==> src/msr_pkg.sv <==
/* Shared widths, MSR bank map, offset bits, PSR layout,
   reset values and read-only id constants of the MSR unit */
`default_nettype none

package msr_pkg;

   // Datapath widths
   localparam int unsigned dw          = 32;
   localparam int unsigned psr_dw      = 10;
   localparam int unsigned pc_w        = 30;
   localparam int unsigned tlb_aw      = 3;
   localparam int unsigned tlb_n       = 1 << tlb_aw;

   // MSR address split: bank field directly above offset field
   localparam int unsigned bank_aw     = 5;
   localparam int unsigned bank_off_aw = 9;

   // Bank numbers
   localparam logic [bank_aw-1:0] bank_ps   = bank_aw'(0);
   localparam logic [bank_aw-1:0] bank_imm  = bank_aw'(1);
   localparam logic [bank_aw-1:0] bank_dmm  = bank_aw'(2);
   // Not implemented here, these read back as zero
   localparam logic [bank_aw-1:0] bank_ica  = bank_aw'(3);
   localparam logic [bank_aw-1:0] bank_dca  = bank_aw'(4);
   localparam logic [bank_aw-1:0] bank_dbg  = bank_aw'(5);
   localparam logic [bank_aw-1:0] bank_irqc = bank_aw'(6);
   localparam logic [bank_aw-1:0] bank_tsc  = bank_aw'(7);

   // One-hot offset bits inside the PS bank
   localparam int unsigned off_psr    = 0;
   localparam int unsigned off_cpuid  = 1;
   localparam int unsigned off_epsr   = 2;
   localparam int unsigned off_epc    = 3;
   localparam int unsigned off_elsa   = 4;
   localparam int unsigned off_coreid = 5;

   // MMU bank offset bits
   // Clear tlbsel selects the MMU id word
   localparam int unsigned off_tlbsel   = 8;
   localparam int unsigned off_tlbh_sel = 7;

   // PSR field positions, remaining bits reserved
   localparam int unsigned psr_cc   = 0;
   localparam int unsigned psr_rm   = 4;
   localparam int unsigned psr_ire  = 5;
   localparam int unsigned psr_imme = 6;
   localparam int unsigned psr_dmme = 7;

   // Out of reset the core runs in root mode with everything else off
   localparam logic [psr_dw-1:0] psr_rst = psr_dw'(1) << psr_rm;

   // Read-only identification words
   localparam logic [dw-1:0] cpuid_val  = 32'h4d53_0101;
   localparam logic [dw-1:0] coreid_val = 32'h0000_0001;
   localparam logic [dw-1:0] immid_val  = 32'h0003_0001;
   localparam logic [dw-1:0] dmmid_val  = 32'h0003_0002;

endpackage : msr_pkg

`default_nettype wire

==> src/msr_eu.sv <==
/* MSR execution unit: address decode, read data mux,
   write enables and next values for status and TLB registers */
`default_nettype none

module msr_eu
   import msr_pkg::*;
(
   input  wire logic              rmsr,
   input  wire logic              wmsr,
   input  wire logic [dw-1:0]     operand_1,
   input  wire logic [dw-1:0]     operand_2,
   input  wire logic [dw-1:0]     operand_3,
   input  wire logic              commit,
   input  wire logic              cc_we,
   input  wire logic              cc_nxt,
   input  wire logic              ret,
   input  wire logic              syscall,
   input  wire logic              specul_extexp,
   input  wire logic              let_lsa_pc,
   input  wire logic [pc_w-1:0]   insn_pc,
   input  wire logic [dw-1:0]     linkaddr,
   input  wire logic [psr_dw-1:0] psr,
   input  wire logic [psr_dw-1:0] epsr,
   input  wire logic [dw-1:0]     epc,
   input  wire logic [dw-1:0]     elsa,
   input  wire logic [dw-1:0]     itlbl,
   input  wire logic [dw-1:0]     itlbh,
   input  wire logic [dw-1:0]     dtlbl,
   input  wire logic [dw-1:0]     dtlbh,
   output logic                   dout_op,
   output logic [dw-1:0]          dout,
   output logic                   exp_ent,
   output logic                   psr_cc_nxt,
   output logic                   psr_cc_we,
   output logic                   psr_rm_nxt,
   output logic                   psr_rm_we,
   output logic                   psr_ire_nxt,
   output logic                   psr_ire_we,
   output logic                   psr_imme_nxt,
   output logic                   psr_imme_we,
   output logic                   psr_dmme_nxt,
   output logic                   psr_dmme_we,
   output logic [psr_dw-1:0]      epsr_nxt,
   output logic                   epsr_we,
   output logic [dw-1:0]          epc_nxt,
   output logic                   epc_we,
   output logic [dw-1:0]          elsa_nxt,
   output logic                   elsa_we,
   output logic [tlb_aw-1:0]      tlb_idx,
   output logic [dw-1:0]          tlb_wdat,
   output logic                   itlbl_we,
   output logic                   itlbh_we,
   output logic                   dtlbl_we,
   output logic                   dtlbh_we
);

   logic [dw-1:0]          msr_addr;
   logic [bank_aw-1:0]     bank;
   logic [bank_off_aw-1:0] off;
   logic                   sel_ps;
   logic                   sel_imm;
   logic                   sel_dmm;
   logic                   tlbl_sel;
   logic                   tlbh_sel;
   logic [dw-1:0]          dout_ps;
   logic [dw-1:0]          dout_imm;
   logic [dw-1:0]          dout_dmm;
   logic                   wmsr_psr_we;
   logic                   wmsr_epsr_we;
   logic                   wmsr_epc_we;
   logic                   wmsr_elsa_we;
   logic [dw-1:0]          lsa_pc;

   assign msr_addr = operand_1 + operand_2;
   assign bank     = msr_addr[bank_aw+bank_off_aw-1:bank_off_aw];
   assign off      = msr_addr[bank_off_aw-1:0];

   always_comb begin
      sel_ps  = 1'b0;
      sel_imm = 1'b0;
      sel_dmm = 1'b0;
      case (bank)
         bank_ps:  sel_ps  = 1'b1;
         bank_imm: sel_imm = 1'b1;
         bank_dmm: sel_dmm = 1'b1;
         // Unmapped banks leave every select low
         bank_ica, bank_dca, bank_dbg, bank_irqc, bank_tsc: ;
         default: ;
      endcase
   end

   // TLB word selects are shared by both MMU banks
   assign tlbl_sel = off[off_tlbsel] & ~off[off_tlbh_sel];
   assign tlbh_sel = off[off_tlbsel] & off[off_tlbh_sel];
   assign tlb_idx  = off[tlb_aw-1:0];
   assign tlb_wdat = operand_3;

   // Read path
   assign dout_op = rmsr;

   assign dout_ps = ({dw{off[off_psr]}}    & {{(dw-psr_dw){1'b0}}, psr})
                  | ({dw{off[off_cpuid]}}  & cpuid_val)
                  | ({dw{off[off_epsr]}}   & {{(dw-psr_dw){1'b0}}, epsr})
                  | ({dw{off[off_epc]}}    & epc)
                  | ({dw{off[off_elsa]}}   & elsa)
                  | ({dw{off[off_coreid]}} & coreid_val);

   assign dout_imm = ({dw{~off[off_tlbsel]}} & immid_val)
                   | ({dw{tlbl_sel}}         & itlbl)
                   | ({dw{tlbh_sel}}         & itlbh);

   assign dout_dmm = ({dw{~off[off_tlbsel]}} & dmmid_val)
                   | ({dw{tlbl_sel}}         & dtlbl)
                   | ({dw{tlbh_sel}}         & dtlbh);

   assign dout = ({dw{sel_ps}}  & dout_ps)
               | ({dw{sel_imm}} & dout_imm)
               | ({dw{sel_dmm}} & dout_dmm);

   // Write-MSR decode in the PS bank
   assign wmsr_psr_we  = wmsr & sel_ps & off[off_psr];
   assign wmsr_epsr_we = wmsr & sel_ps & off[off_epsr];
   assign wmsr_epc_we  = wmsr & sel_ps & off[off_epc];
   assign wmsr_elsa_we = wmsr & sel_ps & off[off_elsa];

   assign lsa_pc  = {insn_pc, 2'b00};
   assign exp_ent = commit & (syscall | specul_extexp);

   // PSR fields: flag update, then write-MSR, then return from EPSR
   assign psr_cc_nxt   = cc_we       ? cc_nxt :
                         wmsr_psr_we ? operand_3[psr_cc] : epsr[psr_cc];
   assign psr_cc_we    = commit & (ret | cc_we | wmsr_psr_we);
   assign psr_rm_nxt   = wmsr_psr_we ? operand_3[psr_rm] : epsr[psr_rm];
   assign psr_rm_we    = commit & (ret | wmsr_psr_we);
   assign psr_ire_nxt  = wmsr_psr_we ? operand_3[psr_ire] : epsr[psr_ire];
   assign psr_ire_we   = commit & (ret | wmsr_psr_we);
   assign psr_imme_nxt = wmsr_psr_we ? operand_3[psr_imme] : epsr[psr_imme];
   assign psr_imme_we  = commit & (ret | wmsr_psr_we);
   assign psr_dmme_nxt = wmsr_psr_we ? operand_3[psr_dmme] : epsr[psr_dmme];
   assign psr_dmme_we  = commit & (ret | wmsr_psr_we);

   // EPSR saves the PSR as it was before this cycle's update
   assign epsr_nxt = wmsr_epsr_we ? operand_3[psr_dw-1:0] : psr;
   assign epsr_we  = exp_ent | (commit & wmsr_epsr_we);

   // Syscall returns past itself, an external exception replays the faulting pc
   assign epc_nxt = wmsr_epc_we   ? operand_3 :
                    specul_extexp ? lsa_pc    : linkaddr;
   assign epc_we  = commit & (syscall | specul_extexp | wmsr_epc_we);

   assign elsa_nxt = let_lsa_pc ? lsa_pc : operand_3;
   assign elsa_we  = commit & (let_lsa_pc | wmsr_elsa_we);

   assign itlbl_we = commit & wmsr & sel_imm & tlbl_sel;
   assign itlbh_we = commit & wmsr & sel_imm & tlbh_sel;
   assign dtlbl_we = commit & wmsr & sel_dmm & tlbl_sel;
   assign dtlbh_we = commit & wmsr & sel_dmm & tlbh_sel;

   // Next-value muxes above rely on mutually exclusive sources
   always_comb begin
      if (commit) begin
         assert final ($onehot0({ret, syscall, specul_extexp, cc_we, wmsr_psr_we}))
            else $error("PSR write-back sources overlap in one committed cycle");
         assert final (!(wmsr_elsa_we && let_lsa_pc))
            else $error("ELSA write-MSR and fault capture in one committed cycle");
      end
   end

endmodule : msr_eu

`default_nettype wire

==> src/psr_regs.sv <==
/* Processor status registers: PSR flags with exception entry,
   EPSR, EPC and ELSA */
`default_nettype none

module psr_regs
   import msr_pkg::*;
(
   input  wire logic              clk,
   input  wire logic              rst_n,
   input  wire logic              psr_cc_nxt,
   input  wire logic              psr_cc_we,
   input  wire logic              psr_rm_nxt,
   input  wire logic              psr_rm_we,
   input  wire logic              psr_ire_nxt,
   input  wire logic              psr_ire_we,
   input  wire logic              psr_imme_nxt,
   input  wire logic              psr_imme_we,
   input  wire logic              psr_dmme_nxt,
   input  wire logic              psr_dmme_we,
   input  wire logic [psr_dw-1:0] epsr_nxt,
   input  wire logic              epsr_we,
   input  wire logic [dw-1:0]     epc_nxt,
   input  wire logic              epc_we,
   input  wire logic [dw-1:0]     elsa_nxt,
   input  wire logic              elsa_we,
   input  wire logic              exp_ent,
   output logic [psr_dw-1:0]      psr,
   output logic [psr_dw-1:0]      epsr,
   output logic [dw-1:0]          epc,
   output logic [dw-1:0]          elsa
);

   logic cc;
   logic rm;
   logic ire;
   logic imme;
   logic dmme;

   always_ff @(posedge clk or negedge rst_n) begin
      if (!rst_n) begin
         cc   <= psr_rst[psr_cc];
         rm   <= psr_rst[psr_rm];
         ire  <= psr_rst[psr_ire];
         imme <= psr_rst[psr_imme];
         dmme <= psr_rst[psr_dmme];
      end else begin
         if (psr_cc_we) begin
            cc <= psr_cc_nxt;
         end
         // Exception entry forces root mode with irqs and MMUs off
         if (exp_ent) begin
            rm   <= 1'b1;
            ire  <= 1'b0;
            imme <= 1'b0;
            dmme <= 1'b0;
         end else begin
            if (psr_rm_we) begin
               rm <= psr_rm_nxt;
            end
            if (psr_ire_we) begin
               ire <= psr_ire_nxt;
            end
            if (psr_imme_we) begin
               imme <= psr_imme_nxt;
            end
            if (psr_dmme_we) begin
               dmme <= psr_dmme_nxt;
            end
         end
      end
   end

   // Reserved bits stay zero
   always_comb begin
      psr           = '0;
      psr[psr_cc]   = cc;
      psr[psr_rm]   = rm;
      psr[psr_ire]  = ire;
      psr[psr_imme] = imme;
      psr[psr_dmme] = dmme;
   end

   always_ff @(posedge clk or negedge rst_n) begin
      if (!rst_n) begin
         epsr <= '0;
         epc  <= '0;
         elsa <= '0;
      end else begin
         if (epsr_we) begin
            epsr <= epsr_nxt;
         end
         if (epc_we) begin
            epc <= epc_nxt;
         end
         if (elsa_we) begin
            elsa <= elsa_nxt;
         end
      end
   end

   // Entry must not race a mode write decided in the execution unit
   a_exp_ent_rm: assert property (@(posedge clk) disable iff (!rst_n)
      !(exp_ent && psr_rm_we));

   a_we_known: assert property (@(posedge clk) disable iff (!rst_n)
      !$isunknown({psr_cc_we, psr_rm_we, psr_ire_we, psr_imme_we, psr_dmme_we,
                   epsr_we, epc_we, elsa_we, exp_ent}));

endmodule : psr_regs

`default_nettype wire

==> src/tlb_regs.sv <==
/* TLB low and high word arrays with indexed write and
   combinational read, one instance per MMU */
`default_nettype none

module tlb_regs
   import msr_pkg::*;
(
   input  wire logic              clk,
   input  wire logic              rst_n,
   input  wire logic [tlb_aw-1:0] idx,
   input  wire logic [dw-1:0]     wdat,
   input  wire logic              tlbl_we,
   input  wire logic              tlbh_we,
   output logic [dw-1:0]          tlbl,
   output logic [dw-1:0]          tlbh
);

   logic [dw-1:0] lo_mem [tlb_n];
   logic [dw-1:0] hi_mem [tlb_n];

   // Entries come up invalid, so the arrays are cleared
   always_ff @(posedge clk or negedge rst_n) begin
      if (!rst_n) begin
         for (int i = 0; i < tlb_n; i++) begin
            lo_mem[i] <= '0;
            hi_mem[i] <= '0;
         end
      end else begin
         if (tlbl_we) begin
            lo_mem[idx] <= wdat;
         end
         if (tlbh_we) begin
            hi_mem[idx] <= wdat;
         end
      end
   end

   assign tlbl = lo_mem[idx];
   assign tlbh = hi_mem[idx];

   // One MSR write selects a single word
   a_one_word: assert property (@(posedge clk) disable iff (!rst_n)
      !(tlbl_we && tlbh_we));

endmodule : tlb_regs

`default_nettype wire

==> src/msr_unit.sv <==
/* MSR subsystem top: execution unit, status registers
   and the instruction and data TLB arrays */
`default_nettype none

module msr_unit
   import msr_pkg::*;
(
   input  wire logic            clk,
   input  wire logic            rst_n,
   input  wire logic            rmsr,
   input  wire logic            wmsr,
   input  wire logic [dw-1:0]   operand_1,
   input  wire logic [dw-1:0]   operand_2,
   input  wire logic [dw-1:0]   operand_3,
   input  wire logic            commit,
   input  wire logic            cc_we,
   input  wire logic            cc_nxt,
   input  wire logic            ret,
   input  wire logic            syscall,
   input  wire logic            specul_extexp,
   input  wire logic            let_lsa_pc,
   input  wire logic [pc_w-1:0] insn_pc,
   input  wire logic [dw-1:0]   linkaddr,
   output logic                 dout_op,
   output logic [dw-1:0]        dout,
   output logic [psr_dw-1:0]    psr,
   output logic                 exp_ent
);

   logic              psr_cc_nxt;
   logic              psr_cc_we;
   logic              psr_rm_nxt;
   logic              psr_rm_we;
   logic              psr_ire_nxt;
   logic              psr_ire_we;
   logic              psr_imme_nxt;
   logic              psr_imme_we;
   logic              psr_dmme_nxt;
   logic              psr_dmme_we;
   logic [psr_dw-1:0] epsr;
   logic [psr_dw-1:0] epsr_nxt;
   logic              epsr_we;
   logic [dw-1:0]     epc;
   logic [dw-1:0]     epc_nxt;
   logic              epc_we;
   logic [dw-1:0]     elsa;
   logic [dw-1:0]     elsa_nxt;
   logic              elsa_we;
   logic [tlb_aw-1:0] tlb_idx;
   logic [dw-1:0]     tlb_wdat;
   logic [dw-1:0]     itlbl;
   logic [dw-1:0]     itlbh;
   logic [dw-1:0]     dtlbl;
   logic [dw-1:0]     dtlbh;
   logic              itlbl_we;
   logic              itlbh_we;
   logic              dtlbl_we;
   logic              dtlbh_we;

   msr_eu u_eu (.*);

   psr_regs u_psr (.*);

   // Both MMUs share index and write data, only the enables differ
   tlb_regs u_itlb (
      .clk     (clk),
      .rst_n   (rst_n),
      .idx     (tlb_idx),
      .wdat    (tlb_wdat),
      .tlbl_we (itlbl_we),
      .tlbh_we (itlbh_we),
      .tlbl    (itlbl),
      .tlbh    (itlbh)
   );

   tlb_regs u_dtlb (
      .clk     (clk),
      .rst_n   (rst_n),
      .idx     (tlb_idx),
      .wdat    (tlb_wdat),
      .tlbl_we (dtlbl_we),
      .tlbh_we (dtlbh_we),
      .tlbl    (dtlbl),
      .tlbh    (dtlbh)
   );

endmodule : msr_unit

`default_nettype wire

==> config.mk <==
export PLATFORM = sky130hd
export DESIGN_NAME = msr_unit
export DESIGN_NICKNAME = d
export VERILOG_FILES = /design/src/msr_pkg.sv /design/src/msr_eu.sv /design/src/psr_regs.sv /design/src/tlb_regs.sv /design/src/msr_unit.sv
export SDC_FILE = /design/constraint.sdc
export NUM_CORES = 2
export LEC_CHECK = 0
export ABC_AREA = 0
export BUFFER_PORTS_ARGS = -buffer_cell sky130_fd_sc_hd__buf_2
export CORE_MARGIN = 2
export CORE_UTILIZATION = 50
export DETAILED_ROUTE_END_ITERATION = 12
export GPL_TIMING_DRIVEN = 0
export PLACE_DENSITY_LB_ADDON = 0.1
export SLEW_MARGIN = 5
export SYNTH_ARGS = -nofsm -noshare
export SYNTH_HDL_FRONTEND = slang
export SYNTH_HIERARCHICAL = 1
export SYNTH_SLANG_ARGS = --single-unit
==> constraint.sdc <==
create_clock -name clk -period 3.5 [get_ports clk]
set_input_delay 0 -clock clk [delete_from_list [all_inputs] [get_ports clk]]
set_output_delay 0 -clock clk [all_outputs]
set_load 0.005 [all_outputs]
==> flow_metrics.tcl <==
set metrics [dict create \
    status "complete, but fails checks" \
    violations "negative setup slack" \
    holdWs_ns 0.106 \
    ant_nets 0 \
    slew_headroom_pct 23.3 \
    cts-root-buf "clkbuf_16" \
    required_ns 3.50 \
    area_growth_pct 17.5 \
    switching_share_pct 25.9 \
    power.density_nw_per_um2 483 \
    synth_cell_types 74 \
    syn_inst 3459 \
    die-area_um2 109000 \
    first_pass_iters 6 \
    synth_area_um2 53400 \
    cts_sinks 1103 \
    initial_core_util_pct 50.6 \
    grt_pass1_vias 36000 \
    hpwl_mm 113 \
    drive_gt1_share_pct 55.2 \
    clk_path_buf_depth 3 \
    synth_warnings 6 \
    fin_nets 4099 \
    cp-start-kind "primary input" \
    fp-row-count 119 \
    cts_tree "built" \
    synth_fa_ha_area_share_pct 0.342 \
    setup_ws_ns -0.0253 \
    finalMaxSlewViolations 0 \
    synthXorXnorAreaFrac_pct 0.197 \
    setup_tns_ns -0.0337 \
    final-setup-viol-count 2 \
    io_pins 213 \
    cp_data_arrival_time_ns 3.53 \
    antenna_found_initial 4 \
    fmaxAchievable_mhz 284 \
    cp_max_fo 10 \
    core_area_um2 106000 \
    yosys-mux-area-fraction_pct 39.9 \
    grt.total_usage_pct 30.2 \
    dieWidth_um 331 \
    p_int_w 0.0225 \
    vias 33300 \
    drv_cap 0 \
    grt_max_degree 164 \
    synth_ff_type "dfrtp_1" \
    finalHoldViolCount 0 \
    min_period_ns 3.53 \
    cts_made_buffers 118 \
    hp-class "primary input to register" \
    leakage_nw 30.5 \
    synthArstFlopShare_pct 100 \
    clk_pin_slew_ns 0.06 \
    detail_route.wl_per_cell_um 30.2 \
    htree_levels 3 \
    synth_simple_gate_area_share_pct 1.93 \
    gr-total-overflow 0 \
    grt_pass1_wl_mm 240 \
    portBuffers 168 \
    seq_power_share_pct 44.1 \
    pwr-share-comb_pct 13.6 \
    synth_top_family_by_area "multiplexers" \
    ys_ff_latch 1103 \
    place.gp.congestion 0.881 \
    fin_skew_ns 0.0184 \
    avgSynthCellArea_um2 15.4 \
    die_h_um 331 \
    drc_errors 0 \
    tightest_slew_ns 1.15 \
    yosysSeqAreaShare_pct 51.7 \
    post-route-period-util_pct 101 \
    worst_skew_pair.late_latency_ns 0.71 \
    synth_compound_area_share_pct 2.22 \
    mostFrequentLayoutCells "1172 x mux2_2, 1102 x dfrtp_1, 251 x buf_2" \
    switchingPower_w 0.00786 \
    drt-initial-drc-count 2675 \
    vdd_drop_max_mv 0.427 \
    rsz0062_at_grt "true" \
    final_util_pct 59.4 \
    criticalPathCategory "primary input to output pin" \
    mostFrequentLayoutCell "mux2_2" \
    cp-end-kind "output pin" \
    pwr-share-clk_pct 42.3 \
    routed_wl_mm 164 \
    via_per_inst 6.16 \
    synth_edf_count 0 \
]
-- cells in the mapped netlist, drive strengths merged (3+ instances only) --
master  instances  area (um^2)
a211o           6         52.6
a211oi          4         40.0
a21boi          4         30.0
a21o            3         22.5
a21oi           6         37.5
a221o           7         70.1
a221oi          3         26.3
a222oi          7         70.1
a22o           15          131
a31oi           7         58.8
and3            7         45.1
buf           234         1580
clkbuf        105          394
dfrtp        1102        27600
ha             13          163
inv             7         26.3
mux2         1271        14500
mux2i         104         1040
mux4          252         5730
nand2          94          353
nand2b         13         81.3
nand3          15         80.1
nand4           6         37.5
nand4b          5         50.0
nor2           19         71.3
nor2b           8         50.1
nor3           14          110
nor4            3         18.8
o21a            5         37.5
o21ai          41          205
o221ai         30          263
or2             6         37.5
xnor2           8         70.1
xor2            4         35.0
-- worst paths after layout --
| kind | cells after the start | slack (ns) | end | start |
|---|---|---|---|---|
| worst max-delay path | 11 | -0.03 | dout[15] | operand_1[4] |
| worst min-delay path | 4 | 0.11 | u_psr/epc[1]$_DFFE_PN0P_ | specul_extexp |
| worst max register to register | 4 | 1.69 | u_psr/cc$_DFFE_PN0P_ | u_psr/epsr[0]$_DFFE_PN0P_ |
| worst min register to register | 1 | 0.48 | u_itlb/hi_mem[168]$_DFFE_PN0P_ | u_itlb/hi_mem[168]$_DFFE_PN0P_ |
| max in group asynchronous | 5 | 1.55 | u_itlb/lo_mem[110]$_DFFE_PN0P_ | rst_n |
| min in group asynchronous | 4 | 0.47 | u_psr/epc[28]$_DFFE_PN0P_ | rst_n |
-- critical path: stages --
cell and delay [ns]:
buf_2 0.10, ha_1 0.39, a21oi_2 0.28, nand3_1 0.25, mux2i_4 0.29, nand2_4 0.23
buf_4 0.37, clkbuf_2 0.63, mux2i_2 0.51, o221ai_2 0.24, buf_2 0.20
-- sequential cells by signal, summed over array words and instances, names as in the netlist --
signal,count
u_psr/ire,1
u_itlb/hi_mem,256
u_dtlb/hi_mem,256
u_itlb/lo_mem,256
u_dtlb/lo_mem,256
u_psr/rm,1
u_psr/epsr,10
u_psr/elsa,32
u_psr/epc,32
u_psr/cc,1
u_psr/imme,1
u_psr/dmme,1
-- per-layer routing --
metal  part of all wire, %  GRT usage, %  up-vias
met5                     0             0        -
met4                   3.8          11.9        0
met3                   6.1          4.99      319
met2                    49          50.0     1149
met1                    41          39.9    18000
li1                      -             -    13800
-- cell type report --
class / count / area [um^2]
well taps: 1391 / 1740
fillers: 8002 / 42800
plain buffers: 339 / 2200
clock inverters: 36 / 402
clock buffers: 182 / 3600
repair inverters: 1 / 5.00
inverters: 8 / 35.0
flip-flops and latches: 1103 / 27600
multi-input cells: 2013 / 24600
repair buffers: 332 / 2610
diodes: 5 / 12.5
-- logic make-up (layout without fill, tap and decap cells) --
group                      after synthesis  count (layout)
AOI/OAI and AO/OA                      153             153
xor gates and xnor gates                12              12
adders and majority gates               14              14
buffers and inverters                  347             898
DFF                                   1103            1103
muxes                                 1627            1627
other                                    1              10
and+or+nand+nor                        202             202
-- repair_timing --
| item | CTS | global route |
|---|---|---|
| pin swaps | 3 | 3 |
| gates resized for setup | 167 | 72 |
| hold buffers | 141 | 0 |
| endpoints found under the hold margin | 962 | 0 |
| endpoints found under the setup margin | 1050 | 405 |
| gates cloned | 1 | 0 |
| setup buffers | 9 | 6 |
-- stage by stage --
| stage | cell area [um^2] | std cells | setup slack [ns] | total power, W |
|---|---|---|---|---|
| 3_5_place_dp | 56300 | 5030 | -2.18 | 0.0173 |
| 6_report | 62800 | 5410 | -0.0253 | 0.0303 |
| 3_3_place_gp | 56000 | 5022 | -19.98 | 0.0172 |
| 4_1_cts | 62400 | 5399 | -0.00202 | 0.0304 |
| 5_1_grt | 62700 | 5406 | -0.0353 | 0.0313 |
| 2_1_floorplan | 53400 | 3463 | 0.00373 | 0.0157 |
-- power by group through the flow --
stage | combinational [W] | clock [W] | sequential, W
floorplan | 0.00220 | 0 | 0.0135
global placement | 0.00359 | 0 | 0.0136
detailed placement | 0.00370 | 0 | 0.0136
CTS | 0.00404 | 0.0130 | 0.0134
global route | 0.00433 | 0.0136 | 0.0134
finish | 0.00414 | 0.0128 | 0.0134
Note: power is estimated with default switching activity, not from simulation.
